==> src/hdl/periph_pkg.sv <==
package periph_pkg;

   localparam int HOST_AW = 17;
   localparam int HOST_DW = 32;

   // Region select from host address bits 16:15
   localparam logic [1:0] REGION_KEY   = 2'd0;
   localparam logic [1:0] REGION_FB    = 2'd1;   // Frame store removed, reads zero
   localparam logic [1:0] REGION_SD    = 2'd2;
   localparam logic [1:0] REGION_RXBUF = 2'd3;

   localparam int SD_TXBUF_BIT = 14;   // Region 2: tx buffer when set

   // Write side register indexes, address bits 5:2
   localparam logic [3:0] SD_REG_ALIGN   = 4'd0;
   localparam logic [3:0] SD_REG_ARG     = 4'd2;
   localparam logic [3:0] SD_REG_CMD     = 4'd3;
   localparam logic [3:0] SD_REG_SETTING = 4'd4;
   localparam logic [3:0] SD_REG_START   = 4'd5;
   localparam logic [3:0] SD_REG_RESETS  = 4'd6;
   localparam logic [3:0] SD_REG_BLKCNT  = 4'd7;
   localparam logic [3:0] SD_REG_BLKSIZE = 4'd8;
   localparam logic [3:0] SD_REG_TIMEOUT = 4'd9;
   localparam logic [3:0] SD_REG_LED     = 4'd15;

   // Readback indexes, address bits 6:2
   localparam logic [4:0] RB_RESP0     = 5'd0;
   localparam logic [4:0] RB_RESP1     = 5'd1;
   localparam logic [4:0] RB_RESP2     = 5'd2;
   localparam logic [4:0] RB_RESP3     = 5'd3;
   localparam logic [4:0] RB_CMD_WAIT  = 5'd4;
   localparam logic [4:0] RB_STATUS    = 5'd5;
   localparam logic [4:0] RB_DATA_WAIT = 5'd8;
   localparam logic [4:0] RB_TRANSF    = 5'd9;
   localparam logic [4:0] RB_DETECT    = 5'd12;
   localparam logic [4:0] RB_CFG_BASE  = 5'd16;   // Mirrors write index n at 16+n
   localparam logic [4:0] RB_DIP       = 5'd31;

   localparam logic [HOST_DW-1:0] RB_UNMAPPED = 32'hDEADBEEF;

   typedef struct packed {
      logic [6:0] ascii;
      logic [7:0] scan;
   } key_entry_t;

   typedef struct packed {
      logic               en;
      logic [3:0]         we;
      logic [HOST_AW-1:0] addr;
      logic [HOST_DW-1:0] wdata;
   } host_req_t;

   typedef struct packed {
      logic sd_reset;
      logic clk_rst;
      logic data_rst;
      logic cmd_rst;
   } sd_resets_t;

   typedef struct packed {
      logic [1:0]  align;
      logic [5:0]  cmd;
      logic [31:0] arg;
      logic [2:0]  setting;
      logic [2:0]  data_start;
      logic        start;
      logic [15:0] blkcnt;
      logic [11:0] blksize;
      logic [31:0] timeout;
      sd_resets_t  resets;
   } sd_cfg_t;

   typedef struct packed {
      logic [3:0][31:0] response;
      logic [31:0]      status;
      logic [31:0]      cmd_wait;
      logic [31:0]      data_wait;
      logic [15:0]      transf_cnt;
      logic             detect;
   } sd_stat_t;

endpackage

==> src/hdl/host_decode.sv <==
`timescale 1ns/1ps

module host_decode import periph_pkg::*; (
   input  logic               msoc_clk,
   input  logic               rstn,
   input  host_req_t          host_i,
   output logic               key_rd_o,
   output logic               key_pop_o,
   output logic               reg_wr_o,
   output logic               reg_rd_o,
   output logic               txbuf_wr_o,
   output logic               rxbuf_rd_o,
   input  logic [HOST_DW-1:0] key_rdata_i,
   input  logic [HOST_DW-1:0] reg_rdata_i,
   input  logic [HOST_DW-1:0] rxbuf_rdata_i,
   output logic [HOST_DW-1:0] hid_rddata_o
);

   logic       req_rd, req_wr;
   logic [1:0] region;
   logic       rd_vld_q;
   logic [1:0] rd_region_q;

   assign region = host_i.addr[HOST_AW-1:HOST_AW-2];
   assign req_wr = host_i.en & (|host_i.we);   // Any byte lane makes a write
   assign req_rd = host_i.en & ~(|host_i.we);

   assign key_rd_o   = req_rd & (region == REGION_KEY);
   assign key_pop_o  = req_wr & (region == REGION_KEY);   // Write to the queue pops
   assign reg_rd_o   = req_rd & (region == REGION_SD);
   assign reg_wr_o   = req_wr & (region == REGION_SD) & ~host_i.addr[SD_TXBUF_BIT];
   assign txbuf_wr_o = req_wr & (region == REGION_SD) & host_i.addr[SD_TXBUF_BIT];
   assign rxbuf_rd_o = req_rd & (region == REGION_RXBUF);

   always_ff @(posedge msoc_clk or negedge rstn)
   begin
      if (!rstn)
      begin
         rd_vld_q    <= 1'b0;
         rd_region_q <= REGION_KEY;
      end
      else
      begin
         rd_vld_q    <= req_rd;   // Sources return data one cycle on
         rd_region_q <= region;
      end
   end

   always_comb
   begin
      hid_rddata_o = '0;
      if (rd_vld_q)
      begin
         case (rd_region_q)
            REGION_KEY:   hid_rddata_o = key_rdata_i;
            REGION_FB:    hid_rddata_o = '0;
            REGION_SD:    hid_rddata_o = reg_rdata_i;
            REGION_RXBUF: hid_rddata_o = rxbuf_rdata_i;
            default:      hid_rddata_o = '0;
         endcase
      end
   end

endmodule

==> config.mk <==
export PLATFORM = sky130hd
export DESIGN_NAME = host_decode
export DESIGN_NICKNAME = d
export VERILOG_FILES = /design/src/hdl/periph_pkg.sv /design/src/hdl/host_decode.sv
export SDC_FILE = /design/constraint.sdc
export NUM_CORES = 1
export LEC_CHECK = 0
export ABC_AREA = 1
export BUFFER_PORTS_ARGS = -buffer_cell sky130_fd_sc_hd__buf_2
export CAP_MARGIN = 40
export CORE_AREA = 2 2 74 76
export DETAILED_ROUTE_END_ITERATION = 12
export DIE_AREA = 0 0 76 78
export PLACE_DENSITY = 0.74
export SYNTH_ARGS = -nofsm -noshare
export SYNTH_HDL_FRONTEND = slang
export SYNTH_SLANG_ARGS = --single-unit
==> constraint.sdc <==
create_clock -name msoc_clk -period 1.9 [get_ports msoc_clk]
set_input_delay 0.38 -clock msoc_clk [delete_from_list [all_inputs] [get_ports msoc_clk]]
set_output_delay 0.38 -clock msoc_clk [all_outputs]
set_load 0.01 [all_outputs]
==> results.tsv, run 1 <==
metric	value	unit
Num CTS Buffers	3	
pre-CTS setup slack	281	ps
final setup vio count	0	
number of remaining DRC errors	0	
max-cap violations	0	
clock buffer depth	2	
total gr overflow	0	
asr flop ratio synth	100	%
Pins Over Slew Limit	0	
Die ar.	0.00593	mm²
Post-Syn Area	0.00145	mm²
Pleak	1.46	nW
Clk pin slew, worst setup/hold paths	30	ps
period utilization	92.7	%
most common library cells after synthesis	68 x nand2_1, 61 x nand3_1, 36 x nand3_2	
Synth area leaders	nand3_2 25%, nand3_1 21%, nand2_1 18%	
Num Clock Sinks	3	
fin worst setup slack	140	ps
Final nets	527	
die height	78	µm
worst vdd ir	0.000324	V
Synth Register Bits	3	
CP endpoint kind	output port	
post-synth top area cell	nand3_2	
final core occ	43.1	%
Worst EP required	1520	ps
pwr/cell area	262	mW/mm²
Tmin final	1760	ps
Post-DP HPWL	3700	µm
initial antenna violation count	0	
Post-Synthesis Cells	235	
Hold/Removal Path Class	in -> reg	
routed len/inst	10.5	µm
outcome	completed	
share of the synthesized area in the top cell type	24.9	%
Via Count	2010	
RSZ-0062 raised after global routing	false	
Root Buffer Master	clkbuf_8	
largest net degree at the start of global routing	36	
PortBufs	143	
Die W	76	µm
filler instances	530	
Area growth, synth to finish	50.1	%
# diodes	0	
FMAX	568	MHz
synth warn	0	
vias in the first global route	1820	
all-layer global routing usage	15.1	%
layout cells sized above 1	52.9	%
Syn Nets	387	
H-Tree Level Count	1	
Rel. slew slack	83.0	%
synthesized area per cell	6.15	µm²
endpoints failing hold	0	
num rows	26	
Setup Crit Path Kind	reg -> out	
postcts setup bufs	0	
gpl congestion	0.729	
vias per cell	4.53	
Initial DRC Count	65	
first-pass GRT wire length	7670	µm
count leader, synth	nand2_1	
Core ar.	0.00504	mm²
Starting Density	28.7	%
io pins	190	
number of synthesized flops with an enable pin	0	
Max FO, Critical Path	14	
crit path DAT	1380	ps
Distinct cells, synth	14	
drt pass-1 iters	4	
CTS tree	built	
Sum Neg Setup Slack	0	ps
Final ANT Viol Nets	0	
Setup crit start kind	register	
ys flop type	dfrtp_1	
share of the yosys chip area belonging to registers	5.19	%
Worst Tran Pin Value	255	ps
WHS Path Cells	1	
final wirelength	4660	µm
-- critical path, cell delays in order (launching register included) --
cell	delay, ps
dfrtp_2	450
inv_6	160
buf_12	180
nand3_2	60
nand3_1	80
nand2_1	50
inv_1	60
buf_2	120
-- report_power, final --
group	switching (W)	internal, W
combinational	0.000155	0.000158
sequential	0.00000522	0.0000673
clock	0.0000402	0.000143
-- cells by family after synthesis --
| family | after synthesis | share of synthesized area, % |
|---|---|---|
| buffers and inverters | 56 | 27.3 |
| AND/OR/NAND/NOR | 176 | 67.5 |
| flip-flops | 3 | 5.19 |
-- path summary, 6_finish.rpt --
| check | from | slack [ps] | end |
|---|---|---|---|
| max | rd_region_q[0]$_DFF_PN0_ | 140 | hid_rddata_o[16] |
| min | host_i[48] | 310 | rd_region_q[1]$_DFF_PN0_ |
| max in group asynchronous | rstn | 1300 | rd_region_q[0]$_DFF_PN0_ |
| min in group asynchronous | rstn | 490 | rd_region_q[1]$_DFF_PN0_ |
-- timing repair --
| action | in CTS | in global routing |
|---|---|---|
| resized for setup | 0 | 5 |
| hold buffers | 1 | 0 |
| hold endpoints to repair | 3 | 0 |
| endpoints found under the setup margin | 0 | 26 |
-- stage by stage --
step                      total power (W)  cell area [µm²]  instances  hold slack [ps]
after floorplan                  0.000265             1450        235             84.4
after global placement           0.000375             2100        439              174
after detailed placement         0.000383             2100        439              178
after CTS                        0.000572             2160        444              310
after global routing             0.000624             2170        444              311
final                            0.000568             2170        444              314
-- placed cells by master (no fill, tap or decap), types with 2 or more instances in the layout --
cell type / count
nand3_2: 36
buf_2: 143
clkbuf_8: 3
buf_6: 3
dfrtp_2: 2
buf_4: 6
nor2_1: 8
nand2_1: 68
nand3_1: 61
buf_12: 2
inv_1: 35
-- layout make-up --
type,count,area [µm²],share of cell area [%]
inverter,36,140,6.46
timing repair buffer,155,845,38.9
multi-input combinational,176,976,45.0
clock buffer,4,45.0,2.07
sequential,3,77.6,3.57
tap,70,87.6,4.03
-- registers in the layout, summed over array words and instances (netlist names) --
signal	flops
rd_vld_q	1
rd_region_q	2
-- per-layer routing --
layer  track usage (%)  part of all wire (%)  up-vias
met1              17.8                    40      888
li1                  -                     -     1025
met3              3.02                   9.3        2
met4              2.73                  0.17        0
met5                 0                     0        -
met2              28.6                    50       95
Power figures use the tool's default switching activity.
==> run 2, diff against run 1 <==
==> constraint.sdc (replaced) <==
create_clock -name msoc_clk -period 2.1 [get_ports msoc_clk]
set_input_delay 0.42 -clock msoc_clk [delete_from_list [all_inputs] [get_ports msoc_clk]]
set_output_delay 0.42 -clock msoc_clk [all_outputs]
set_load 0.01 [all_outputs]
==> run 2 against run 1 <==
Net effect: worst hold slack better by 42 ps; clock power fell by 10%; non-clock buffer count is 4 lower; largest cell class unchanged; die area unchanged; sequential power is 9.4% lower; sequential share of layout area is essentially flat.
==> results.tsv, run 2 (same netlist as run 1, synthesis figures left out) <==
metric	value	unit	change
Pwr Total	0.000497	W	was 0.000568 W
worst vdd ir	0.000281	V	was 0.000324 V
pre-CTS setup slack	351	ps	was 281 ps
Area growth, synth to finish	45.8	%	was 50.1%
Core ar.	0.00504	mm²	unchanged
CP endpoint kind	output port		unchanged
Biggest register	rd_region_q		unchanged
beginning of the worst hold path	host_i[47]		was host_i[48]
FMAX	512	MHz	
crit path launch	rd_region_q[0]$_DFF_PN0_		unchanged
vias per cell	4.45		was 4.53
Max FO, Critical Path	32		was 14
# diodes	0		unchanged
final setup vio count	0		unchanged
Final Cell Area	0.00211	mm²	was 0.00217 mm²
most common cell after layout, fill and taps aside	buf_2		unchanged
Reg power frac	13.2	%	was 12.8%
Logic pwr share	53.9	%	was 55.0%
Worst EP required	1680	ps	was 1520 ps
clock share of power	32.9	%	was 32.2%
Num Clock Sinks	3		unchanged
biggest regs	rd_region_q x2, rd_vld_q x1		unchanged
final wirelength	4480	µm	was 4660 µm
all-layer global routing usage	14.7	%	was 15.1%
Largest stage delay, worst path	440	ps	was 450 ps
die height	78	µm	unchanged
Hold/Removal Path Class	in -> reg		unchanged
drt pass-1 iters	4		unchanged
endpoints failing hold	0		unchanged
Pleak	1.43	nW	was 1.46 nW
largest net degree at the start of global routing	35		was 36
CP max-delay cell	dfrtp_1		was dfrtp_2
vias in the first global route	1802		was 1820
WL met2	2160	µm	was 2330 µm
Root Buffer Master	clkbuf_8		unchanged
Cell Area, Placed	0.00205	mm²	was 0.00210 mm²
crit path DAT	1530	ps	was 1380 ps
Worst Tran Pin Value	577	ps	was 255 ps
Sw Share	35.3	%	was 35.2%
outcome	completed		unchanged
critical-path cell list	inv_4, nand3_2, nand3_1, nand2_1, inv_1, buf_2		was inv_6, buf_12, nand3_2, nand3_1, nand2_1, inv_1, buf_2
Clk pin slew, worst setup/hold paths	30	ps	about the same
io pins	190		unchanged
Num CTS Buffers	3		unchanged
initial antenna violation count	0		unchanged
H-Tree Level Count	1		unchanged
PortBufs	143		unchanged
Rel. slew slack	61.6	%	was 83.0%
Die W	76	µm	unchanged
pwr/cell area	236	mW/mm²	was 262 mW/mm²
max-cap violations	0		unchanged
first-pass GRT wire length	7560	µm	was 7670 µm
fin worst setup slack	148	ps	was 140 ps
Setup Crit Path Kind	reg -> out		unchanged
Post-DP HPWL	3500	µm	was 3700 µm
NetSw	0.000176	W	was 0.000200 W
period utilization	92.9	%	
RSZ-0062 raised after global routing	false		unchanged
Setup crit start kind	register		unchanged
DRT met1 WL	1890	µm	about the same
Starting Density	28.7	%	unchanged
Initial DRC Count	64		was 65
Via Count	1958		was 2010
layout cells sized above 1	52.2	%	was 52.9%
Tmin final	1950	ps	
total gr overflow	0		unchanged
CTS tree	built		unchanged
Die ar.	0.00593	mm²	unchanged
gpl congestion	0.699		was 0.729
Final nets	523		was 527
commonest non-fill, non-tap cells in the layout	143 x buf_2, 68 x nand2_1, 61 x nand3_1		unchanged
Final ANT Viol Nets	0		unchanged
number of remaining DRC errors	0		unchanged
routed len/inst	10.2	µm	was 10.5 µm
DR top layer	met3		was met4
Sum Neg Setup Slack	0	ps	unchanged
filler instances	530		unchanged
internal power	0.000322	W	was 0.000368 W
final core occ	41.8	%	was 43.1%
num rows	26		unchanged
clock buffer depth	2		unchanged
WL met3	431	µm	was 433 µm
Largest register FFs	2		unchanged
Pins Over Slew Limit	0		unchanged
run 2: cell count changes in the layout (fill, tap and decap cells not counted), sizes merged:
cell,delta
buf,-4
run 2: power by group through the flow:
stage	Sequential, W	Clock [W]	Combinational [W]
2_1_floorplan	0.0000631	0	0.000177
3_3_place_gp	0.0000677	0	0.000261
3_5_place_dp	0.0000665	0	0.000269
4_1_cts	0.0000659	0.000168	0.000272
5_1_grt	0.0000664	0.000176	0.000303
6_report	0.0000657	0.000164	0.000268
run 2: worst paths after layout:
path,endpoint,slack [ps],depth (start not counted)
hold / removal,rd_region_q[0]$_DFF_PN0_,360,1
min in group asynchronous,rd_region_q[0]$_DFF_PN0_,530,2
max in group asynchronous,rd_region_q[1]$_DFF_PN0_,1460,2
setup / recovery,hid_rddata_o[10],150,6
run 2: cell type report:
cell class              instances  area (µm²)  area share, %
multi-input cells             176         976           46.3
repair buffers                151         786           37.3
inverters                      36         138           6.53
well taps                      70        87.6           4.15
flip-flops and latches          3        76.3           3.62
clock buffers                   4        45.0           2.14
run 2: stage by stage:
step                hold slack (ps)  std cells
global route                    358        440
floorplan                       124        235
CTS                             352        440
finish                          357        440
global placement                215        434
detailed placement              218        435
run 2: worst max-delay path, delay by kind of cell, from the launching register on:
family | cells | cell delay [ps]
buffers and inverters | 3 | 600
flip-flops | 1 | 440
AND/OR/NAND/NOR | 3 | 270
run 2: routing by layer:
| layer | up-vias | GRT usage, % |
|---|---|---|
| met1 | 841 | 17.0 |
| met5 | - | 0 |
| met2 | 99 | 27.9 |
| li1 | 1018 | - |
| met4 | 0 | 2.55 |
| met3 | 0 | 3.49 |
run 2: what timing repair did:
item                                   CTS  global route
buffers inserted                         0             0
hold buffers                             1             0
gates resized for setup                  0             0
endpoints found under the hold margin    3             0
