**config.mk**
```make
export PLATFORM = sky130hd
export DESIGN_NAME = key_fifo
export DESIGN_NICKNAME = d
export VERILOG_FILES = /design/src/hdl/periph_pkg.sv /design/src/hdl/key_fifo.sv
export SDC_FILE = /design/constraint.sdc
export NUM_CORES = 1
export LEC_CHECK = 0
export ABC_AREA = 1
export BUFFER_PORTS_ARGS = -buffer_cell sky130_fd_sc_hd__buf_2
export CAP_MARGIN = 20
export CELL_PAD_IN_SITES_DETAIL_PLACEMENT = 1
export CELL_PAD_IN_SITES_GLOBAL_PLACEMENT = 1
export CORE_MARGIN = 4
export CORE_UTILIZATION = 40
export CTS_CLUSTER_DIAMETER = 80
export DETAILED_ROUTE_END_ITERATION = 10
export GPL_TIMING_DRIVEN = 0
export PLACE_DENSITY = 0.67
export SLEW_MARGIN = 20
export SYNTH_ARGS = -nofsm -noshare
export SYNTH_HDL_FRONTEND = slang
export SYNTH_SLANG_ARGS = --single-unit
export TNS_END_PERCENT = 100
```
**constraint.sdc**
```tcl
create_clock -name msoc_clk -period 5.4 [get_ports msoc_clk]
set_input_delay 0 -clock msoc_clk [delete_from_list [all_inputs] [get_ports msoc_clk]]
set_output_delay 0 -clock msoc_clk [all_outputs]
set_load 0.05 [all_outputs]
```
**src/hdl/periph_pkg.sv**
```systemverilog
package periph_pkg;

   localparam int HOST_AW = 17;
   localparam int HOST_DW = 32;

   // Region select from host address bits 16:15
   localparam logic [1:0] REGION_KEY   = 2'd0;
   localparam logic [1:0] REGION_FB    = 2'd1;   // Frame store removed, reads zero
   localparam logic [1:0] REGION_SD    = 2'd2;
   localparam logic [1:0] REGION_RXBUF = 2'd3;

   localparam int SD_TXBUF_BIT = 14;   // Region 2: tx buffer when set

   // Write side register indexes, address bits 5:2
   localparam logic [3:0] SD_REG_ALIGN   = 4'd0;
   localparam logic [3:0] SD_REG_ARG     = 4'd2;
   localparam logic [3:0] SD_REG_CMD     = 4'd3;
   localparam logic [3:0] SD_REG_SETTING = 4'd4;
   localparam logic [3:0] SD_REG_START   = 4'd5;
   localparam logic [3:0] SD_REG_RESETS  = 4'd6;
   localparam logic [3:0] SD_REG_BLKCNT  = 4'd7;
   localparam logic [3:0] SD_REG_BLKSIZE = 4'd8;
   localparam logic [3:0] SD_REG_TIMEOUT = 4'd9;
   localparam logic [3:0] SD_REG_LED     = 4'd15;

   // Readback indexes, address bits 6:2
   localparam logic [4:0] RB_RESP0     = 5'd0;
   localparam logic [4:0] RB_RESP1     = 5'd1;
   localparam logic [4:0] RB_RESP2     = 5'd2;
   localparam logic [4:0] RB_RESP3     = 5'd3;
   localparam logic [4:0] RB_CMD_WAIT  = 5'd4;
   localparam logic [4:0] RB_STATUS    = 5'd5;
   localparam logic [4:0] RB_DATA_WAIT = 5'd8;
   localparam logic [4:0] RB_TRANSF    = 5'd9;
   localparam logic [4:0] RB_DETECT    = 5'd12;
   localparam logic [4:0] RB_CFG_BASE  = 5'd16;   // Mirrors write index n at 16+n
   localparam logic [4:0] RB_DIP       = 5'd31;

   localparam logic [HOST_DW-1:0] RB_UNMAPPED = 32'hDEADBEEF;

   typedef struct packed {
      logic [6:0] ascii;
      logic [7:0] scan;
   } key_entry_t;

   typedef struct packed {
      logic               en;
      logic [3:0]         we;
      logic [HOST_AW-1:0] addr;
      logic [HOST_DW-1:0] wdata;
   } host_req_t;

   typedef struct packed {
      logic sd_reset;
      logic clk_rst;
      logic data_rst;
      logic cmd_rst;
   } sd_resets_t;

   typedef struct packed {
      logic [1:0]  align;
      logic [5:0]  cmd;
      logic [31:0] arg;
      logic [2:0]  setting;
      logic [2:0]  data_start;
      logic        start;
      logic [15:0] blkcnt;
      logic [11:0] blksize;
      logic [31:0] timeout;
      sd_resets_t  resets;
   } sd_cfg_t;

   typedef struct packed {
      logic [3:0][31:0] response;
      logic [31:0]      status;
      logic [31:0]      cmd_wait;
      logic [31:0]      data_wait;
      logic [15:0]      transf_cnt;
      logic             detect;
   } sd_stat_t;

endpackage

```
**src/hdl/key_fifo.sv**
```systemverilog
`timescale 1ns/1ps

module key_fifo import periph_pkg::*; #(
   parameter int KEY_DEPTH = 16   // Power of two, pointers wrap naturally
) (
   input  logic               msoc_clk,
   input  logic               rstn,
   input  logic               push_i,
   input  key_entry_t         entry_i,
   input  logic               pop_i,
   input  logic               rd_i,
   output logic [HOST_DW-1:0] rdata_o
);

   localparam int PTR_W = $clog2(KEY_DEPTH);

   key_entry_t       mem [KEY_DEPTH];
   logic [PTR_W-1:0] wr_ptr, rd_ptr;
   logic [PTR_W:0]   count;
   logic             push_q;
   key_entry_t       entry_q;
   logic             empty, full;
   logic             do_push, do_pop;

   assign empty   = (count == '0);
   assign full    = (count == (PTR_W+1)'(KEY_DEPTH));
   assign do_push = push_q & ~full;   // Lost when full
   assign do_pop  = pop_i & ~empty;

   always_ff @(posedge msoc_clk or negedge rstn)
   begin
      if (!rstn)
      begin
         push_q <= 1'b0;
         wr_ptr <= '0;
         rd_ptr <= '0;
         count  <= '0;
      end
      else
      begin
         push_q <= push_i;
         if (do_push)
            wr_ptr <= wr_ptr + 1'b1;
         if (do_pop)
            rd_ptr <= rd_ptr + 1'b1;
         case ({do_push, do_pop})
            2'b10:   count <= count + 1'b1;
            2'b01:   count <= count - 1'b1;
            default: count <= count;   // Both or neither
         endcase
      end
   end

   always_ff @(posedge msoc_clk)
   begin
      entry_q <= entry_i;   // Decoder entry lands one cycle after the strobe
      if (do_push)
         mem[wr_ptr] <= entry_q;
   end

   // Head and empty flag as seen in the request cycle
   always_ff @(posedge msoc_clk)
   begin
      if (rd_i)
         rdata_o <= {15'b0, empty, 1'b0, mem[rd_ptr]};
   end

endmodule

```
==> flow_summary.yaml, run 1 <==
timing:
  max_slew.worst_pin.slew_ns: 0.952
  setup_violations: 0
  fin_crit_ns: 2.51
  fin_worst_skew_ns: 0.0104
  max_slew_margin: 0.364
  setup_slack_ns: 2.89
  rsz0062_at_grt: "false"
  tns_ns: 0
  hold_slack_ns: 0.0893
  min_period_over_period: 0.464
  hold_viol_final: 0
  max_freq_ghz: 0.399
  final_max_slew_viol_count: 0
detailed_routing:
  dr.first_iter.drc_count: 505
  drtAntennaViolNets: 0
  drc: 0
  routed_wl_mm: 31.0
  vias: 7773
  dr.pass1.iters: 5
  wl_per_cell_um: 19.2
  vias_per_cell: 4.81
setup_path:
  worst-path-buf-inv: 1
  crit_fanout: 6
  worst_setup_path_end_kind: "flip-flop"
  cp_top_family: "simple AND/OR/NAND/NOR gates"
  cp.arrival_ns: 2.93
  worstPathRequired_ns: 5.83
  cp_common_cell: "nand2_1"
  ff2ff_setup_slack_ns: 2.89
  worst-setup-path-type: "reg2reg"
  crit_slowest_cell: "dfrtp_1"
  reg2reg_from: "count[1]"
  worstRegToRegCells: 11
  critPathLaunchType: "flip-flop"
  max_stage_delay_ns: 0.42
  path_cells: "nor2_1 -> nand4_1 -> nand2_1 -> inv_1 -> ha_1 -> ha_1 -> or2_2 -> nand3_1 -> nand2_1 -> nand2_1 -> nand2_1"
  r2r_end: "count[4]"
place:
  dpl_worst_slack_ns: 2.92
  io_buffers: 35
  placed_cell_area_um2: 12600
  dp_hpwl_mm: 20.6
  place_congestion: 0.828
cts:
  cts_buffers: 29
  clockBufferDepth: 3
  cts_setup_buffers: 0
  cts_max_level: 1
  cts.sinks: 285
  clkTransAtPathRegs_ns: 0.06
  clk_latency_ns: 0.54
  clock_tree.root_cell: "clkbuf_16"
  post_cts_resized: 0
  cts_tree: "done"
global_routing:
  grt_max_degree: 17
  top_usage_layer: "met2"
  antenna_found_initial: 0
  use_met1: 0.274
  grt_pass1_wl_mm: 47.8
  grt_use_met3: 0.0210
  grt.overflow.total: 0
  track_usage: 0.192
  met2_usage: 0.306
  grt_pass1_vias: 8155
floorplanning:
  rows: 62
  die-width_um: 180
  design.core.area_um2: 28900
  die-area_um2: 32400
  start_util: 0.409
  die_height_um: 180
  io_pins: 52
synthesis:
  synth_top_area_frac: 0.649
  post_synth_inst_count: 1108
  yosysTopAreaCell: "edfxtp_1"
  netlist_area_um2: 11800
  yosysUniqueCellTypes: 23
  yosys_register_bits: 285
  synth.avg_cell_area_um2: 10.7
  synth-warning-count: 0
  ys_seq_area_frac: 0.704
  ys_top_cells_by_area: "edfxtp_1 65%, nand2_1 13%, nand3_1 4.0%"
worst_hold_path:
  min-delay-start: "entry_i[0]"
  worstHoldPathCells: 2
  hold_end: "entry_q[0]"
  hold_class: "in2reg"
flow_run:
  maxCapViolCount: 0
cells_and_area:
  regArea_um2: 8340
  fin_nets: 1240
  area_delta_synth_final_pct: 15.8
  final_cell_mix: "415 x nand2_1, 256 x edfxtp_1, 110 x inv_1, 95 x nand3_1, 94 x nor2_1"
  multi_input_area_um2: 2800
  layout-drive-gt1-share: 0.121
  design_area_um2: 13700
  layout_commonest_cell: "nand2_1"
  num_antenna_cells: 0
  fillers: 3107
power_and_ir_drop:
  ir_drop_v: 0.000347
  p_leak_nw: 5.77
  powerDensity_nw_per_um2: 534
status:
  outcome: "completed"
## kinds of logic (layout without fill, tap and decap cells)
group	Yosys count	in the layout	synth area share
AO/OA/AOI/OAI	5	5	0.00211
XOR/XNOR	7	7	0.00518
adder cells (fa/ha/maj)	10	10	0.0112
buffers and inverters	174	282	0.0677
flip-flops	285	285	0.704
other	1	16	0.000317
AND/OR/NAND/NOR	626	626	0.210
## flip-flops by register name (all words and copies together) (netlist names)
signal   count
count        5
entry_q     15
mem        240
push_q       1
rd_ptr       4
rdata_o     16
wr_ptr       4
## how the worst max path moves through the flow
stage | from | end | slack (ns) | cells after the start
6_report | count[1] | count[4] | 2.89 | 11
4_1_cts | count[1] | count[4] | 2.87 | 11
5_1_grt | count[0] | count[4] | 2.70 | 15
2_1_floorplan | count[1] | count[4] | 3.41 | 11
3_3_place_gp | count[0] | mem[14][2] | 2.69 | 6
3_5_place_dp | count[1] | count[4] | 2.92 | 11
## synthesized netlist by cell type, drive strengths merged
master  number
edfxtp     256
xnor2        3
inv        112
nand3       95
nand2      416
ha           9
clkbuf       6
buf         56
dfxtp       15
fa           1
nand4        3
o21ai        5
or2          1
dfrtp       14
conb         1
nor2       111
xor2         4
## through the flow
stage               std cells  power, mW   util
floorplan                1123       4.56      -
global placement         1542       5.36  0.434
detailed placement       1543       5.45  0.436
CTS                      1615       7.41  0.474
global route             1615       7.80  0.474
finish                   1615       7.33  0.474
## worst reg2reg max path: stages, from the launching register on
cell and delay [ns]:
dfrtp_1 0.42, nor2_1 0.21, nand4_1 0.19, nand2_1 0.25
inv_1 0.17, ha_1 0.30, ha_1 0.34, or2_2 0.29
nand3_1 0.08, nand2_1 0.05, nand2_1 0.05, nand2_1 0.04
## power by group
| part | leakage (nW) | internal [mW] | total [mW] | switching [mW] |
|---|---|---|---|---|
| logic | 2.70 | 0.685 | 2.54 | 1.86 |
| clock network | 0.446 | 1.12 | 1.92 | 0.798 |
| registers | 2.62 | 2.73 | 2.87 | 0.137 |
## routing by layer
layer	wire length [um]	up-vias	part of all wire
met2	14100	174	0.46
met5	0	-	0
met1	14300	3792	0.46
li1	-	3747	-
met3	1230	60	0.040
met4	1300	0	0.042
## timing repair
| item | 4_1_cts | 5_1_grt |
|---|---|---|
| hold buffers | 20 | 0 |
| hold endpoints to repair | 50 | 0 |
| endpoints found under the setup margin | 0 | 0 |
## area by class of cell
class | count | area share
multi-input cells | 664 | 0.204
well taps | 384 | 0.0350
clock inverters | 11 | 0.00802
repair buffers | 56 | 0.0282
clock buffers | 41 | 0.0584
plain buffers | 62 | 0.0278
flip-flops and latches | 285 | 0.608
inverters | 112 | 0.0306
Power figures use the tool's default switching activity.
==> inputs of run 2 (changes only) <==
--- a/config.mk
+++ b/config.mk
@@ -15,7 +15,7 @@
 export CTS_CLUSTER_DIAMETER = 80
 export DETAILED_ROUTE_END_ITERATION = 10
 export GPL_TIMING_DRIVEN = 0
-export PLACE_DENSITY = 0.67
+export PLACE_DENSITY = 0.69
 export SLEW_MARGIN = 20
 export SYNTH_ARGS = -nofsm -noshare
 export SYNTH_HDL_FRONTEND = slang
==> constraint.sdc (replaced) <==
create_clock -name msoc_clk -period 2 [get_ports msoc_clk]
set_input_delay 0 -clock msoc_clk [delete_from_list [all_inputs] [get_ports msoc_clk]]
set_output_delay 0 -clock msoc_clk [all_outputs]
set_load 0.05 [all_outputs]
==> run 2 against run 1 <==
Non-clock buffer count grew 28. Core utilization grew 2.6 points. Critical endpoint is now count[3]. Highest routed layer unchanged. Sequential share of layout area shrank 3.1 points. The run now ends with setup timing left. Clock skew grew 0.0067 ns.
==> flow_summary.yaml, run 2 (synthesis results as in run 1) <==
status:
  outcome: "finished with violations"
  failed_checks: "setup timing"
cells_and_area:
  fillers: 3102
  reg_top3: "mem: 240 flops, rdata_o: 16 flops, entry_q: 15 flops"
  fin_nets: 1269
  area_delta_synth_final_pct: 22.1
  layout_commonest_cell: "nand2_1"
  layout-drive-gt1-share: 0.165
  regArea_um2: 8340
  stdcell_count: 1647
  regMostFlops: "mem"
  largest_reg_flops: 240
  num_antenna_cells: 0
  final_cell_mix: "410 x nand2_1, 256 x edfxtp_1, 105 x inv_1, 93 x nand3_1, 92 x nor2_1"
  multi_input_area_um2: 2960
cts:
  cts_max_level: 1
  clk_latency_ns: 0.56
  clock_tree.root_cell: "clkbuf_16"
  cts_tree: "done"
  cts.sinks: 285
  cts_buffers: 30
  clockBufferDepth: 3
  clkTransAtPathRegs_ns: 0.06
setup_path:
  worstRegToRegCells: 12
  worstPathRequired_ns: 2.42
  worst-setup-path-type: "reg2reg"
  ff2ff_setup_slack_ns: -0.04
  critPathLaunchType: "flip-flop"
  cp.arrival_ns: 2.46
  crit_fanout: 4
  reg2reg_from: "count[2]"
  worst_setup_path_end_kind: "flip-flop"
  crit_start: "count[2]"
  crit_path_end: "count[3]"
  r2r_end: "count[3]"
power_and_ir_drop:
  ir_drop_v: 0.000802
  powerDensity_nw_per_um2: 1470
  p_leak_nw: 6.05
  power_mw: 21.3
global_routing:
  antenna_found_initial: 0
  top_usage_layer: "met2"
  track_usage: 0.203
  grt.overflow.total: 0
  use_met1: 0.278
  grt_use_met3: 0.0315
  met2_usage: 0.332
  grt_pass1_vias: 8693
  grt_pass1_wl_mm: 50.4
  grt_max_degree: 17
timing:
  setup_violations: 2
  max_slew.worst_pin.slew_ns: 0.983
  hold_slack_ns: 0.0799
  fin_worst_skew_ns: 0.0171
  rsz0062_at_grt: "true"
  fin_crit_ns: 2.04
  min_period_over_period: 1.02
  final_max_slew_viol_count: 0
  hold_viol_final: 0
  setup_slack_ns: -0.0354
  max_slew_margin: 0.343
  max_freq_ghz: 0.491
place:
  dp_hpwl_mm: 20.6
  numPlacedInstances: 1544
  place_congestion: 0.802
  io_buffers: 35
detailed_routing:
  vias: 8057
  dr.first_iter.drc_count: 615
  drc: 0
  drtAntennaViolNets: 0
  dr.pass1.iters: 5
  wl_per_cell_um: 20.2
  vias_per_cell: 4.89
  routed_wl_mm: 33.2
floorplanning:
  design.core.area_um2: 28900
  rows: 62
  die-width_um: 180
  io_pins: 52
  die_height_um: 180
  die-area_um2: 32400
  start_util: 0.409
flow_run:
  maxCapViolCount: 0
worst_hold_path:
  hold_class: "in2reg"
-- run 2: final cells by class --
class,instances,area share
Sequential cell,285,0.577
Tap cell,384,0.0332
Clock buffer,39,0.0592
Inverter,112,0.0292
Timing Repair Buffer,84,0.0539
Multi-Input combinational cell,664,0.204
Buffer,62,0.0264
Clock inverter,17,0.0170
-- run 2: report_power, final --
part | internal, mW | switching, mW
combinational | 2.16 | 5.32
clock | 3.78 | 2.30
sequential | 7.37 | 0.389
total | 13.3 | 8.00
-- run 2: routing by layer --
layer,part of all wire,routed length (um)
met1,0.43,14300
met2,0.48,15800
met3,0.059,1970
met4,0.036,1200
met5,0,0
-- run 2: worst max-delay path, stage by stage, from the launching register on --
cell,delay (ns)
dfrtp_1,0.40
nor2_2,0.14
nand4_1,0.18
nand2_2,0.14
inv_4,0.05
ha_4,0.18
buf_4,0.15
ha_4,0.29
nand2_1,0.09
nand3_2,0.08
nand2_1,0.05
nand3_1,0.07
o21ai_1,0.08
-- run 2: stage by stage --
step / utilization / area (um2) / worst slack [ns] / setup TNS [ns]
2_1_floorplan: - / 11900 / 0.0122 / 0
3_3_place_gp: 0.434 / 12600 / -0.693 / -138.60
3_5_place_dp: 0.436 / 12600 / -0.483 / -51.88
4_1_cts: 0.493 / 14300 / -0.235 / -10.73
5_1_grt: 0.500 / 14500 / -0.162 / -2.34
6_report: 0.500 / 14500 / -0.0354 / -0.0536
-- run 2: what timing repair did --
| item | in CTS | in global routing |
|---|---|---|
| setup buffers | 17 | 10 |
| hold buffers | 20 | 0 |
| pin swaps | 14 | 12 |
| gates resized for setup | 16 | 22 |
| endpoints found under the setup margin | 233 | 252 |
| hold endpoints to repair | 50 | 0 |
-- run 2: worst min path at each step --
stage	startpoint	endpoint	slack, ns	cells past startpoint
after floorplan	rstn	count[0]	-0.30	0
after global placement	rstn	count[0]	-0.05	1
after detailed placement	rstn	count[0]	-0.06	1
after CTS	entry_i[14]	entry_q[14]	0.06	2
after global routing	entry_i[14]	entry_q[14]	0.07	2
final	entry_i[14]	entry_q[14]	0.08	2
