==> src/hdl/periph_pkg.sv <==
package periph_pkg;

   localparam int HOST_AW = 17;
   localparam int HOST_DW = 32;

   // Region select from host address bits 16:15
   localparam logic [1:0] REGION_KEY   = 2'd0;
   localparam logic [1:0] REGION_FB    = 2'd1;   // Frame store removed, reads zero
   localparam logic [1:0] REGION_SD    = 2'd2;
   localparam logic [1:0] REGION_RXBUF = 2'd3;

   localparam int SD_TXBUF_BIT = 14;   // Region 2: tx buffer when set

   // Write side register indexes, address bits 5:2
   localparam logic [3:0] SD_REG_ALIGN   = 4'd0;
   localparam logic [3:0] SD_REG_ARG     = 4'd2;
   localparam logic [3:0] SD_REG_CMD     = 4'd3;
   localparam logic [3:0] SD_REG_SETTING = 4'd4;
   localparam logic [3:0] SD_REG_START   = 4'd5;
   localparam logic [3:0] SD_REG_RESETS  = 4'd6;
   localparam logic [3:0] SD_REG_BLKCNT  = 4'd7;
   localparam logic [3:0] SD_REG_BLKSIZE = 4'd8;
   localparam logic [3:0] SD_REG_TIMEOUT = 4'd9;
   localparam logic [3:0] SD_REG_LED     = 4'd15;

   // Readback indexes, address bits 6:2
   localparam logic [4:0] RB_RESP0     = 5'd0;
   localparam logic [4:0] RB_RESP1     = 5'd1;
   localparam logic [4:0] RB_RESP2     = 5'd2;
   localparam logic [4:0] RB_RESP3     = 5'd3;
   localparam logic [4:0] RB_CMD_WAIT  = 5'd4;
   localparam logic [4:0] RB_STATUS    = 5'd5;
   localparam logic [4:0] RB_DATA_WAIT = 5'd8;
   localparam logic [4:0] RB_TRANSF    = 5'd9;
   localparam logic [4:0] RB_DETECT    = 5'd12;
   localparam logic [4:0] RB_CFG_BASE  = 5'd16;   // Mirrors write index n at 16+n
   localparam logic [4:0] RB_DIP       = 5'd31;

   localparam logic [HOST_DW-1:0] RB_UNMAPPED = 32'hDEADBEEF;

   typedef struct packed {
      logic [6:0] ascii;
      logic [7:0] scan;
   } key_entry_t;

   typedef struct packed {
      logic               en;
      logic [3:0]         we;
      logic [HOST_AW-1:0] addr;
      logic [HOST_DW-1:0] wdata;
   } host_req_t;

   typedef struct packed {
      logic sd_reset;
      logic clk_rst;
      logic data_rst;
      logic cmd_rst;
   } sd_resets_t;

   typedef struct packed {
      logic [1:0]  align;
      logic [5:0]  cmd;
      logic [31:0] arg;
      logic [2:0]  setting;
      logic [2:0]  data_start;
      logic        start;
      logic [15:0] blkcnt;
      logic [11:0] blksize;
      logic [31:0] timeout;
      sd_resets_t  resets;
   } sd_cfg_t;

   typedef struct packed {
      logic [3:0][31:0] response;
      logic [31:0]      status;
      logic [31:0]      cmd_wait;
      logic [31:0]      data_wait;
      logic [15:0]      transf_cnt;
      logic             detect;
   } sd_stat_t;

endpackage

==> src/hdl/sd_ctrl_regs.sv <==
`timescale 1ns/1ps

module sd_ctrl_regs import periph_pkg::*; (
   input  logic               msoc_clk,
   input  logic               rstn,
   input  logic               wr_i,
   input  logic               rd_i,
   input  logic [HOST_AW-1:0] addr_i,
   input  logic [HOST_DW-1:0] wdata_i,
   output logic [HOST_DW-1:0] rdata_o,
   output sd_cfg_t            sd_cfg_o,
   input  sd_stat_t           sd_stat_i,
   input  logic [15:0]        dip_i,
   output logic [7:0]         led_o
);

   logic [3:0]  wr_idx;
   logic [4:0]  rd_idx;
   sd_cfg_t     cfg_q;
   logic [7:0]  led_q;
   sd_stat_t    stat_q;
   logic [15:0] dip_q;

   assign wr_idx   = addr_i[5:2];
   assign rd_idx   = addr_i[6:2];
   assign sd_cfg_o = cfg_q;
   assign led_o    = led_q;

   always_ff @(posedge msoc_clk or negedge rstn)
   begin
      if (!rstn)
      begin
         cfg_q <= '0;
         led_q <= '0;
      end
      else if (wr_i)
      begin
         case (wr_idx)
            SD_REG_ALIGN:   cfg_q.align <= wdata_i[1:0];
            SD_REG_ARG:     cfg_q.arg <= wdata_i;
            SD_REG_CMD:     cfg_q.cmd <= wdata_i[5:0];
            SD_REG_SETTING: {cfg_q.data_start, cfg_q.setting} <= wdata_i[5:0];
            SD_REG_START:   cfg_q.start <= wdata_i[0];   // Level, cleared by software
            SD_REG_RESETS:  cfg_q.resets <= sd_resets_t'(wdata_i[3:0]);
            SD_REG_BLKCNT:  cfg_q.blkcnt <= wdata_i[15:0];
            SD_REG_BLKSIZE: cfg_q.blksize <= wdata_i[11:0];
            SD_REG_TIMEOUT: cfg_q.timeout <= wdata_i;
            SD_REG_LED:     led_q <= wdata_i[7:0];   // Activity LEDs
            default:        cfg_q <= cfg_q;
         endcase
      end
   end

   // Engine status and switches sampled every cycle
   always_ff @(posedge msoc_clk)
   begin
      stat_q <= sd_stat_i;
      dip_q  <= dip_i;
   end

   always_ff @(posedge msoc_clk)
   begin
      if (rd_i)
      begin
         case (rd_idx)
            RB_RESP0:
               rdata_o <= stat_q.response[0];
            RB_RESP1:
               rdata_o <= stat_q.response[1];
            RB_RESP2:
               rdata_o <= stat_q.response[2];
            RB_RESP3:
               rdata_o <= stat_q.response[3];
            RB_CMD_WAIT:
               rdata_o <= stat_q.cmd_wait;
            RB_STATUS:
               rdata_o <= stat_q.status;
            RB_DATA_WAIT:
               rdata_o <= stat_q.data_wait;
            RB_TRANSF:
               rdata_o <= {16'b0, stat_q.transf_cnt};
            RB_DETECT:
               rdata_o <= {31'b0, stat_q.detect};
            // Configuration mirror
            RB_CFG_BASE + 5'(SD_REG_ALIGN):
               rdata_o <= {30'b0, cfg_q.align};
            RB_CFG_BASE + 5'(SD_REG_ARG):
               rdata_o <= cfg_q.arg;
            RB_CFG_BASE + 5'(SD_REG_CMD):
               rdata_o <= {26'b0, cfg_q.cmd};
            RB_CFG_BASE + 5'(SD_REG_SETTING):
               rdata_o <= {26'b0, cfg_q.data_start, cfg_q.setting};
            RB_CFG_BASE + 5'(SD_REG_START):
               rdata_o <= {31'b0, cfg_q.start};
            RB_CFG_BASE + 5'(SD_REG_RESETS):
               rdata_o <= {28'b0, cfg_q.resets};
            RB_CFG_BASE + 5'(SD_REG_BLKCNT):
               rdata_o <= {16'b0, cfg_q.blkcnt};
            RB_CFG_BASE + 5'(SD_REG_BLKSIZE):
               rdata_o <= {20'b0, cfg_q.blksize};
            RB_CFG_BASE + 5'(SD_REG_TIMEOUT):
               rdata_o <= cfg_q.timeout;
            RB_DIP:
               rdata_o <= {16'b0, dip_q};   // Boot options from switches
            default:
               rdata_o <= RB_UNMAPPED;
         endcase
      end
   end

endmodule

==> config.mk <==
export PLATFORM = sky130hd
export DESIGN_NAME = sd_ctrl_regs
export DESIGN_NICKNAME = d
export VERILOG_FILES = /design/src/hdl/periph_pkg.sv /design/src/hdl/sd_ctrl_regs.sv
export SDC_FILE = /design/constraint.sdc
export NUM_CORES = 1
export LEC_CHECK = 0
export ABC_AREA = 1
export BUFFER_PORTS_ARGS = -buffer_cell sky130_fd_sc_hd__buf_2
export CORE_AREA = 2 2 177 179
export CTS_CLUSTER_SIZE = 12
export DETAILED_ROUTE_END_ITERATION = 6
export DIE_AREA = 0 0 179 181
export PLACE_DENSITY = 0.72
export SYNTH_ARGS = -nofsm -noshare
export SYNTH_HDL_FRONTEND = slang
export SYNTH_SLANG_ARGS = --single-unit
==> constraint.sdc <==
create_clock -name msoc_clk -period 1.4 [get_ports msoc_clk]
set_clock_uncertainty 0.2 [all_clocks]
set_input_delay 0.14 -clock msoc_clk [delete_from_list [all_inputs] [get_ports msoc_clk]]
set_output_delay 0.14 -clock msoc_clk [all_outputs]
set_load 0.02 [all_outputs]
==> metrics.md, run 1 <==
| Metric | Value |
|---|---|
| Clock buffer depth | `3` |
| Crit share post-route | `139%` |
| Fillers | `1430` |
| CTS Buf Count | `43` |
| Share of layout cells above drive strength 1 | `40.0%` |
| DR iter-0 viols | `just over 2000` |
| Failing checks | `design-rule violations, negative setup slack` |
| Worst skew pair latency | `around 0.55 ns` |
| First-pass GRT wire length | `99200 um` |
| Via density | `5.70` |
| Core Util, Final | `83.2%` |
| Launching point of the worst reg2reg path | `sd_cfg_o[20]` |
| Sequential element share of the synthesized area | `67.5%` |
| Final hold viol count | `0` |
| Met3 routed WL | `10100 um` |
| Antenna viol nets, final | `0` |
| Total chip power | `34.2 mW` |
| Post-synth top area cell | `dfxtp_1` |
| Pin count of the biggest net entering global routing | `65` |
| FP Rows | `64` |
| Min-Delay Path Class | `primary input to register` |
| CP Class | `primary input to register` |
| Core ar. | `0.0303 mm2` |
| Port Buf Inserts | `448` |
| Routed len/inst | `26.7 um` |
| Placed cells | `2406` |
| Post-Syn Nets | `1763` |
| Hold Path Depth | `2` |
| Status | `finished, violations left` |
| CP arrival | `1.88 ns` |
| Final Cell Area | `0.0252 mm2` |
| MaxCap Viol Count | `0` |
| Total GRT Usage | `41.8%` |
| Critical R2R Capture | `rdata_o[16]` |
| Req. time, crit path | `1.33 ns` |
| P_leak | `12.5 nW` |
| CTS tree | `built` |
| Avg Inst Size Synth | `about 9.3 um2` |
| Routability congestion estimate | `1.04` |
| Num ports | `around 460` |
| Wire length on met1 | `around 25000 um` |
| Measured slew at the worst slew-check pin | `between 0.7 and 0.8 ns` |
| R2R setup slack | `-0.54 ns` |
| Max_slew headroom | `roughly 50%` |
| Hold_ws | `0.0157 ns` |
| Worst Hold Endpoint | `stat_q[100]` |
| Most common cell after layout, fill and taps aside | `nand2_1` |
| Final worst slack | `-0.553 ns` |
| Top-area cell type share of the netlist area | `38.3%` |
| Cell area after synthesis | `0.0134 mm2` |
| Fmax | `about 500 MHz` |
| CTS Sinks | `roughly 410` |
| Yosys warns | `0` |
| Synth area leaders | `dfxtp_1, dfrtp_1, nand2_1` |
| Final wirelength | `around 78000 um` |
| Final Non-Filler Cells | `just under 3000` |
| Cell Pwr Density | `1350 mW/mm2` |
| Initial Utilization | `44.3%` |
| Crit Path Max Fanout | `5` |
| CTS H-tree depth | `2` |
| Most frequent cells in the layout | `nand2_1, dlygate4sd3_1, buf_2, dfxtp_1, buf_6` |
| Synth Register Bits | `408` |
| Fin Setup TNS | `-15.20 ns` |
| GR Overflow Total | `0` |
| Worst VDD drop | `1.09 mV` |
| Slew Limit Fails | `0` |
| Number of global-route vias before repair | `16755` |
| Via count | `around 17000` |
| Final setup fails | `183` |
| Nets | `2774` |
| R2R depth | `5` |
| CP Capture Type | `register` |
| DR top layer | `met5` |
| Die H | `181 um` |
| Fin crit period | `1.95 ns` |
| DRC Markers | `1` |
| Antenna violations before repair | `14` |
| Hold Path Origin | `sd_stat_i[100]` |
| CTS clock-pin slew for the worst setup and hold paths | `0.07 ns` |
| Unique cell type count in the Yosys netlist | `20` |
| Placed Area | `about 0.018 mm2` |
| Area growth syn-to-layout | `87.7%` |
| Pre-CTS WS | `-0.752 ns` |
| RSZ-0062 raised after global routing | `true` |
| Synth Instances | `1453` |
| Die width | `179 um` |
| Met2 Wirelength | `about 35000 um` |
| Drt pass-1 iters | `7` |
| Post-DP HPWL | `38900 um` |
| Die area | `~0.032 mm2` |
| Clk Tree Root Cell | `clkbuf_16` |
| CP Launch Type | `primary input` |
synth_stat cells, drive strengths merged:
cell type	n
buf	25
edfxtp	32
nand3	87
clkinv	1
a22oi	3
o21ai	122
a21oi	21
nor2	119
nand4	27
a22o	2
nand2	526
dfxtp	257
dfrtp	119
nor3	7
clkbuf	31
inv	74
sequential cells by signal, summed over array words and instances (netlist names):
name      cells
dip_q        16
led_o         8
rdata_o      32
sd_cfg_o    111
stat_q      241
cells by family (layout without fill, tap and decap cells):
| logic type | Yosys count | in the layout | synth area share (%) |
|---|---|---|---|
| AND/OR/NAND/NOR | 766 | 768 | 23.0 |
| flip-flops | 408 | 408 | 67.5 |
| AO/OA/AOI/OAI | 148 | 148 | 5.62 |
| buffers and inverters | 131 | 1173 | 3.87 |
| other | 0 | 17 | 0 |
layout make-up:
class / instances / area (um2) / share of cell area, %
Timing Repair Buffer: 1019 / 8970 / 35.6
Timing Repair inverter: 1 / 5.00 / 0.0198
Tap cell: 396 / 495 / 1.96
Inverter: 75 / 324 / 1.28
Multi-Input combinational cell: 916 / 4900 / 19.4
Sequential cell: 408 / 9090 / 36.0
Clock inverter: 8 / 105 / 0.416
Clock buffer: 70 / 1300 / 5.15
Antenna cell: 17 / 42.5 / 0.169
metal layers:
| layer | up-vias | global-route usage (%) |
|---|---|---|
| li1 | 6677 | - |
| met1 | 7750 | 48.2 |
| met2 | 1541 | 66.0 |
| met3 | 613 | 11.7 |
| met4 | 10 | 30.8 |
| met5 | - | 0 |
worst max-delay path, cell delays in order:
cell and delay, ns:
buf_6 0.11, buf_6 0.12, nor2_4 0.25, nand3_4 0.15, buf_6 0.15, nand2_2 0.06
nor2_2 0.05, nand3_4 0.19, clkbuf_16 0.22, nand3_1 0.43
report_power, final:
group	switching, mW	internal, mW
logic	4.04	4.30
registers	1.02	13.0
clock network	5.06	6.72
total	10.1	24.1
worst max path at each step:
stage	depth (start not counted)	slack (ns)	to	from
after floorplan	11	-0.02	rdata_o[2]	addr_i[6]
after global placement	7	-0.79	rdata_o[9]	addr_i[6]
after detailed placement	9	-0.75	rdata_o[11]	addr_i[3]
after CTS	2	-0.16	sd_cfg_o[14]	sd_cfg_o[14]
after global routing	10	-0.49	rdata_o[16]	addr_i[2]
final	10	-0.55	rdata_o[16]	addr_i[2]
what timing repair did:
item | in CTS | in global routing
hold buffers | 295 | 0
hold endpoints to repair | 527 | 0
endpoints found under the setup margin | 181 | 209
pin swaps | 45 | 92
resized for setup | 391 | 277
cloned | 3 | 7
buffers inserted | 68 | 46
Power figures use the tool's default switching activity.
==> inputs of run 2 (changes only) <==
--- a/config.mk
+++ b/config.mk
@@ -12,6 +12,7 @@
 export DETAILED_ROUTE_END_ITERATION = 6
 export DIE_AREA = 0 0 179 181
 export PLACE_DENSITY = 0.72
+export SETUP_SLACK_MARGIN = 0.3
 export SYNTH_ARGS = -nofsm -noshare
 export SYNTH_HDL_FRONTEND = slang
 export SYNTH_SLANG_ARGS = --single-unit
==> run 2 against run 1 <==
The run ends with design-rule violations, negative hold slack, negative setup slack left. Total power is 4.5% higher. Cell count is 2.4% higher. Non-clock buffer count is 76 higher. Register-to-register slack better by 0.24 ns. Combinational power is 19% higher. Design area is 6.5% higher. Sequential share of layout area is 2.2 points lower. Clock power hardly changed. Count of clock-buffer cells in the layout is 1 lower. Worst hold slack worse by 0.15 ns. Die area stayed put. Critical path type is now register to register.
==> metrics.md, run 2 (same netlist as run 1, synthesis figures left out) <==
| Metric | Value |
|---|---|
| Req. time, crit path | `1.52 ns (+0.19 ns)` |
| Final Non-Filler Cells | `2981 (+2.4%)` |
| Die H | `181 um (unchanged)` |
| Die area | `0.0324 mm2 (unchanged)` |
| Sequential cell area | `0.00910 mm2 (about the same)` |
| Num ports | `461 (unchanged)` |
| Cell Pwr Density | `1330 mW/mm2 (-1.9%)` |
| Number of global-route vias before repair | `17445 (+4.1%)` |
| Multi-input gate area | `0.00545 mm2 (+11%)` |
| Combinational share of power | `27.9% (+3.5 points)` |
| Critical R2R Capture | `rdata_o[1]` |
| Fin crit period | `1.70 ns (-0.251 ns)` |
| DR iter-0 viols | `2392 (+17%)` |
| Worst VDD drop | `1.48 mV (+36%)` |
| R2R depth | `7 (+2)` |
| Antenna viol nets, final | `0 (unchanged)` |
| Total chip power | `35.7 mW (+4.5%)` |
| P_leak | `13.2 nW (+6.1%)` |
| Port Buf Inserts | `448 (unchanged)` |
| CP arrival | `1.82 ns (-0.06 ns)` |
| Most frequent cells in the layout | `nand2_1, buf_6, dlygate4sd3_1, buf_2, dfxtp_1` |
| CP Capture Type | `register` |
| Switch share | `31.4% (+1.8 points)` |
| CTS Sinks | `408 (unchanged)` |
| CTS tree | `built` |
| Status | `finished, violations left` |
| GR Overflow Total | `0 (unchanged)` |
| CP Class | `register to register` |
| DRC Markers | `3 (+2)` |
| Fmax | `588 MHz (+15%)` |
| Slowest stage delay, CP | `0.40 ns (-0.03 ns)` |
| Worst skew pair latency | `0.57 ns (+0.02 ns)` |
| Total GRT Usage | `45.3% (+3.5 points)` |
| Placed cells | `2405 (-0.042%)` |
| Initial Utilization | `44.3% (unchanged)` |
| Nets | `2848 (+2.7%)` |
| Final wirelength | `89400 um (+15%)` |
| Failing checks | `design-rule violations, negative hold slack, negative setup slack` |
| Share of layout cells above drive strength 1 | `46.4% (+6.4 points)` |
| Final setup fails | `176 (-3.8%)` |
| CTS Buf Count | `43 (unchanged)` |
| Drt pass-1 iters | `7 (unchanged)` |
| Via count | `17856 (+7.6%)` |
| Routed len/inst | `30.0 um (+12%)` |
| Final worst slack | `-0.302 ns (+0.251 ns)` |
| MaxCap Viol Count | `0 (unchanged)` |
| Sw power | `11.2 mW (+11%)` |
| Final hold viol count | `22 (+22)` |
| Min-Delay Path Class | `primary input to async pin` |
| CP Launch Type | `register` |
| Most common cell after layout, fill and taps aside | `nand2_1` |
| Delay-heaviest family, CP | `simple AND/OR/NAND/NOR gates` |
| Final Cell Area | `0.0269 mm2 (+6.5%)` |
| Int Pwr | `24.5 mW (+1.9%)` |
| First-pass GRT wire length | `107000 um (+7.5%)` |
| Critical path's slowest cell | `dfrtp_1` |
| WP buf/inv | `2 (-2)` |
| Antenna violations before repair | `22 (+8)` |
| Hold buffer count at cts | `292 (-1.0%)` |
| Die width | `179 um (unchanged)` |
| Cell-by-cell trace of the critical path | `nand2_1 > nand2_1 > nor2_1 > buf_4 > nand2_1 > inv_1 > nand2_1` |
| CTS H-tree depth | `2 (unchanged)` |
| Clk Tree Root Cell | `clkbuf_16` |
| Via density | `5.99 (+5.1%)` |
| Sequential Power Share | `39.7% (-1.5 points)` |
| Core ar. | `0.0303 mm2 (unchanged)` |
| Measured slew at the worst slew-check pin | `0.527 ns (-0.238 ns)` |
| Fillers | `1209 (-15%)` |
| FP Rows | `64 (unchanged)` |
| Launching point of the worst reg2reg path | `sd_cfg_o[69]` |
| Slew Limit Fails | `0 (unchanged)` |
| RSZ-0062 raised after global routing | `true` |
| CTS clock-pin slew for the worst setup and hold paths | `0.07 ns (about the same)` |
| Clock buffer depth | `3 (unchanged)` |
| Routability congestion estimate | `0.971 (-6.8%)` |
| Max_slew headroom | `64.8% (+16 points)` |
| Placed Area | `0.0178 mm2 (+0.92%)` |
| Post-DP HPWL | `39300 um (+0.95%)` |
| Clock power frac | `32.4% (-2.1 points)` |
| Hold_ws | `-0.134 ns (-0.150 ns)` |
| Pin count of the biggest net entering global routing | `49 (-25%)` |
| R2R setup slack | `-0.30 ns (+0.24 ns)` |
| Fin Setup TNS | `-18.42 ns (-3.23 ns)` |
| Area growth syn-to-layout | `99.9%` |
| Largest register by flop count | `stat_q` |
| Crit Path Max Fanout | `2 (-3)` |
| Max reg flops | `241 (unchanged)` |
| Crit share post-route | `122% (-18 points)` |
| Cell mode on critical path | `nand2_1` |
[run 2: cell type report]
class | count | area share [%]
Tap cell | 396 | 1.84
Timing Repair Buffer | 1095 | 37.7
Timing Repair inverter | 1 | 0.0186
Antenna cell | 14 | 0.130
Clock buffer | 69 | 4.67
Clock inverter | 9 | 0.331
Sequential cell | 408 | 33.8
Inverter | 75 | 1.21
Multi-Input combinational cell | 914 | 20.3
[run 2: power groups by stage]
stage / registers, mW / logic, mW / clock network, mW
after floorplan: 14.9 / 0.998 / 0
after global placement: 14.0 / 4.48 / 0
after detailed placement: 14.0 / 4.54 / 0
after CTS: 13.9 / 7.85 / 11.0
after global routing: 14.2 / 10.2 / 12.0
final: 14.2 / 9.96 / 11.6
[run 2: layer usage]
| metal | track usage [%] | vias to the layer above | part of all wire, % |
|---|---|---|---|
| li1 | - | 6848 | - |
| met1 | 51.8 | 8253 | 31 |
| met2 | 71.2 | 1898 | 43 |
| met3 | 14.7 | 831 | 15 |
| met4 | 32.0 | 26 | 11 |
| met5 | 0 | - | 0.55 |
[run 2: stage by stage]
step / util [%] / setup slack [ns]
2_1_floorplan: - / -0.0119
3_3_place_gp: 58.5 / -0.684
3_5_place_dp: 58.5 / -0.700
4_1_cts: 83.2 / -0.162
5_1_grt: 88.5 / -0.339
6_report: 88.6 / -0.302
[run 2: what timing repair did]
| item | in CTS | in global routing |
|---|---|---|
| hold endpoints to repair | 527 | 19 |
| endpoints found under the setup margin | 241 | 271 |
| gates resized for setup | 594 | 337 |
| pin swaps | 96 | 87 |
| gates cloned | 12 | 6 |
| setup buffers | 126 | 48 |
[run 2: worst max-delay path by stage]
stage	from	to	slack (ns)	depth (start not counted)
3_5_place_dp	addr_i[4]	rdata_o[8]	-0.70	10
6_report	sd_cfg_o[69]	rdata_o[1]	-0.30	7
5_1_grt	sd_cfg_o[69]	rdata_o[1]	-0.34	7
2_1_floorplan	addr_i[6]	rdata_o[10]	-0.01	11
4_1_cts	rdata_o[1]	rdata_o[1]	-0.16	1
3_3_place_gp	addr_i[4]	rdata_o[8]	-0.68	10
==> inputs of run 3 (changes only) <==
--- a/config.mk
+++ b/config.mk
@@ -7,10 +7,10 @@
 export LEC_CHECK = 0
 export ABC_AREA = 1
 export BUFFER_PORTS_ARGS = -buffer_cell sky130_fd_sc_hd__buf_2
-export CORE_AREA = 2 2 177 179
+export CORE_AREA = 4 4 179 181
 export CTS_CLUSTER_SIZE = 12
 export DETAILED_ROUTE_END_ITERATION = 6
-export DIE_AREA = 0 0 179 181
+export DIE_AREA = 0 0 183 185
 export PLACE_DENSITY = 0.72
 export SETUP_SLACK_MARGIN = 0.3
 export SYNTH_ARGS = -nofsm -noshare
==> run 3 against run 2 <==
The run ends with negative hold slack, negative setup slack left. Sequential share of layout area increased by 0.46 points. Global-route usage decreased by 3.2 points. Utilization decreased by 1.5 points. Combinational power decreased by 2%. Fmax decreased by 1.9%. First-iteration DRC count increased by 4.1%. Via count decreased by 1.0%. Critical endpoint unchanged. Largest power group unchanged. Highest routed layer unchanged.
==> metrics.md, run 3 (same netlist as run 1, synthesis figures left out) <==
| Metric | Value |
|---|---|
| Status | `finished, violations left` |
| Failing checks | `negative hold slack, negative setup slack` |
| Measured slew at the worst slew-check pin | `0.493 ns (-0.0334 ns)` |
| Via count | `17669 (-1.0%)` |
| Max_slew headroom | `67.0% (+2.2 points)` |
| Fin Setup TNS | `-17.99 ns (+0.436 ns)` |
| RSZ-0062 raised after global routing | `true` |
| Drt pass-1 iters | `6 (-1)` |
| Antenna violations before repair | `17 (-23%)` |
| Clock buffer depth | `3 (unchanged)` |
| Port Buf Inserts | `448 (unchanged)` |
| FP Rows | `64 (unchanged)` |
| Num ports | `461 (unchanged)` |
| Most common cell after layout, fill and taps aside | `nand2_1` |
| Pre-CTS WS | `-0.644 ns (+0.0558 ns)` |
| CTS tree | `built` |
| First-pass GRT wire length | `106000 um (-0.46%)` |
| Die width | `183 um (+2.2%)` |
| Core ar. | `0.0304 mm2 (+0.26%)` |
| Placed cells | `2396 (-0.37%)` |
| Routed len/inst | `29.7 um (-1.1%)` |
| Final setup fails | `173 (-1.7%)` |
| R2R depth | `6 (-1)` |
| CP arrival | `1.82 ns (about the same)` |
| Post-DP HPWL | `40700 um (+3.4%)` |
| P_leak | `13.0 nW (-2.0%)` |
| Final wirelength | `87600 um (-2.0%)` |
| Fmax | `577 MHz (-1.9%)` |
| CP startpoint | `sd_cfg_o[72]` |
| Fin crit period | `1.73 ns (+0.0321 ns)` |
| Critical R2R Capture | `rdata_o[1]` |
| Min-Delay Path Class | `primary input to async pin` |
| Initial Utilization | `44.2% (-0.12 points)` |
| Die area | `0.0339 mm2 (+4.5%)` |
| Most frequent cells in the layout | `nand2_1, dlygate4sd3_1, buf_6, buf_2, dfxtp_1` |
| CTS clock-pin slew for the worst setup and hold paths | `0.07 ns (about the same)` |
| Hold buffer count at cts | `292 (unchanged)` |
| Die H | `185 um (+2.2%)` |
| Max reg flops | `241 (unchanged)` |
| CTS H-tree depth | `2 (unchanged)` |
| MaxCap Viol Count | `0 (unchanged)` |
| Via density | `5.98 (-0.11%)` |
| CP Capture Type | `register` |
| Worst skew pair latency | `0.57 ns (about the same)` |
| CTS Sinks | `408 (unchanged)` |
| Cell Pwr Density | `1350 mW/mm2 (+1.3%)` |
| GR Overflow Total | `0 (unchanged)` |
| Crit Path Max Fanout | `2 (unchanged)` |
| Routability congestion estimate | `1.02 (+5.3%)` |
| Antenna viol nets, final | `0 (unchanged)` |
| Req. time, crit path | `1.49 ns (-0.03 ns)` |
| Number of global-route vias before repair | `17369 (-0.44%)` |
| Final Non-Filler Cells | `2953 (-0.94%)` |
| Nets | `2819 (-1.0%)` |
| Setup crit end | `rdata_o[1]` |
| Final Cell Area | `0.0265 mm2 (-1.4%)` |
| CP Launch Type | `register` |
| Largest register by flop count | `stat_q` |
| Area growth syn-to-layout | `97.0%` |
| Hold_ws | `-0.129 ns (+0.00460 ns)` |
| DRC Markers | `0 (-3)` |
| CP Class | `register to register` |
| R2R setup slack | `-0.33 ns (-0.03 ns)` |
| Slew Limit Fails | `0 (unchanged)` |
| Total GRT Usage | `42.1% (-3.2 points)` |
| Pin count of the biggest net entering global routing | `65 (+33%)` |
| Share of layout cells above drive strength 1 | `44.6% (-1.8 points)` |
| Clk Tree Root Cell | `clkbuf_16` |
| Placed Area | `0.0177 mm2 (-0.24%)` |
| Final worst slack | `-0.334 ns (-0.0321 ns)` |
| Total chip power | `35.7 mW (-0.12%)` |
| Fillers | `1226 (+1.4%)` |
| Final hold viol count | `28 (+27%)` |
| Launching point of the worst reg2reg path | `sd_cfg_o[72]` |
| Crit share post-route | `124% (+2.3 points)` |
| Core Util, Final | `87.1% (-1.5 points)` |
| DR iter-0 viols | `2490 (+4.1%)` |
| Worst VDD drop | `1.61 mV (+9.1%)` |
| CTS Buf Count | `43 (unchanged)` |
==> run 3: cell count changes in the layout (fill, tap and decap cells not counted), moves of 4 or more <==
cell,change
dfrtp_2,-6
buf_4,-26
nand2_2,-13
dfrtp_1,+6
buf_16,-6
o21ai_2,-7
clkinv_2,-4
o21ai_0,+4
nand2_1,+23
nand2_4,-12
==> run 3: power breakdown <==
| group | internal [mW] | switching, mW |
|---|---|---|
| combinational | 5.03 | 4.77 |
| sequential | 13.0 | 1.13 |
| clock | 6.53 | 5.17 |
==> run 3: area by class of cell <==
type | instances | area, um2 | share of cell area (%)
Sequential cell | 408 | 9090 | 34.3
Timing Repair Buffer | 1065 | 9780 | 36.9
Tap cell | 396 | 495 | 1.87
Timing Repair inverter | 1 | 7.51 | 0.0283
Clock buffer | 72 | 1300 | 4.90
Multi-Input combinational cell | 915 | 5380 | 20.3
Clock inverter | 7 | 78.8 | 0.297
Antenna cell | 14 | 35.0 | 0.132
Inverter | 75 | 330 | 1.25
==> run 3: worst max-delay path, cell delays in order, from the launching register on <==
cell and delay, ns:
dfrtp_1 0.41, nand2_1 0.26, o21ai_0 0.23, nor2_2 0.19, nand2_1 0.09, inv_1 0.06, nand2_1 0.04
==> run 3: what timing repair did <==
action	4_1_cts	5_1_grt
buffers inserted	112	45
pin swaps	75	79
endpoints found under the setup margin	229	292
gates resized for setup	515	378
cloned	4	11
endpoints found under the hold margin	527	28
==> run 3: worst min-delay path by stage <==
stage | from | endpoint | slack, ns
2_1_floorplan | rstn | led_o[0] | -0.36
3_3_place_gp | rstn | led_o[3] | -0.12
3_5_place_dp | rstn | led_o[1] | -0.12
4_1_cts | rstn | sd_cfg_o[106] | -0.13
5_1_grt | rstn | sd_cfg_o[69] | -0.10
6_report | rstn | sd_cfg_o[68] | -0.13
==> run 3: routing by layer <==
| metal | part of all wire (%) | routed length (um) | up-vias | GRT usage (%) |
|---|---|---|---|---|
| met4 | 11 | 9330 | 14 | 28.4 |
| met5 | 0.21 | 183 | - | 1.71 |
| met1 | 31 | 27600 | 8171 | 47.8 |
| met2 | 44 | 38600 | 1922 | 67.2 |
| met3 | 14 | 11900 | 774 | 14.3 |
| li1 | - | - | 6788 | - |
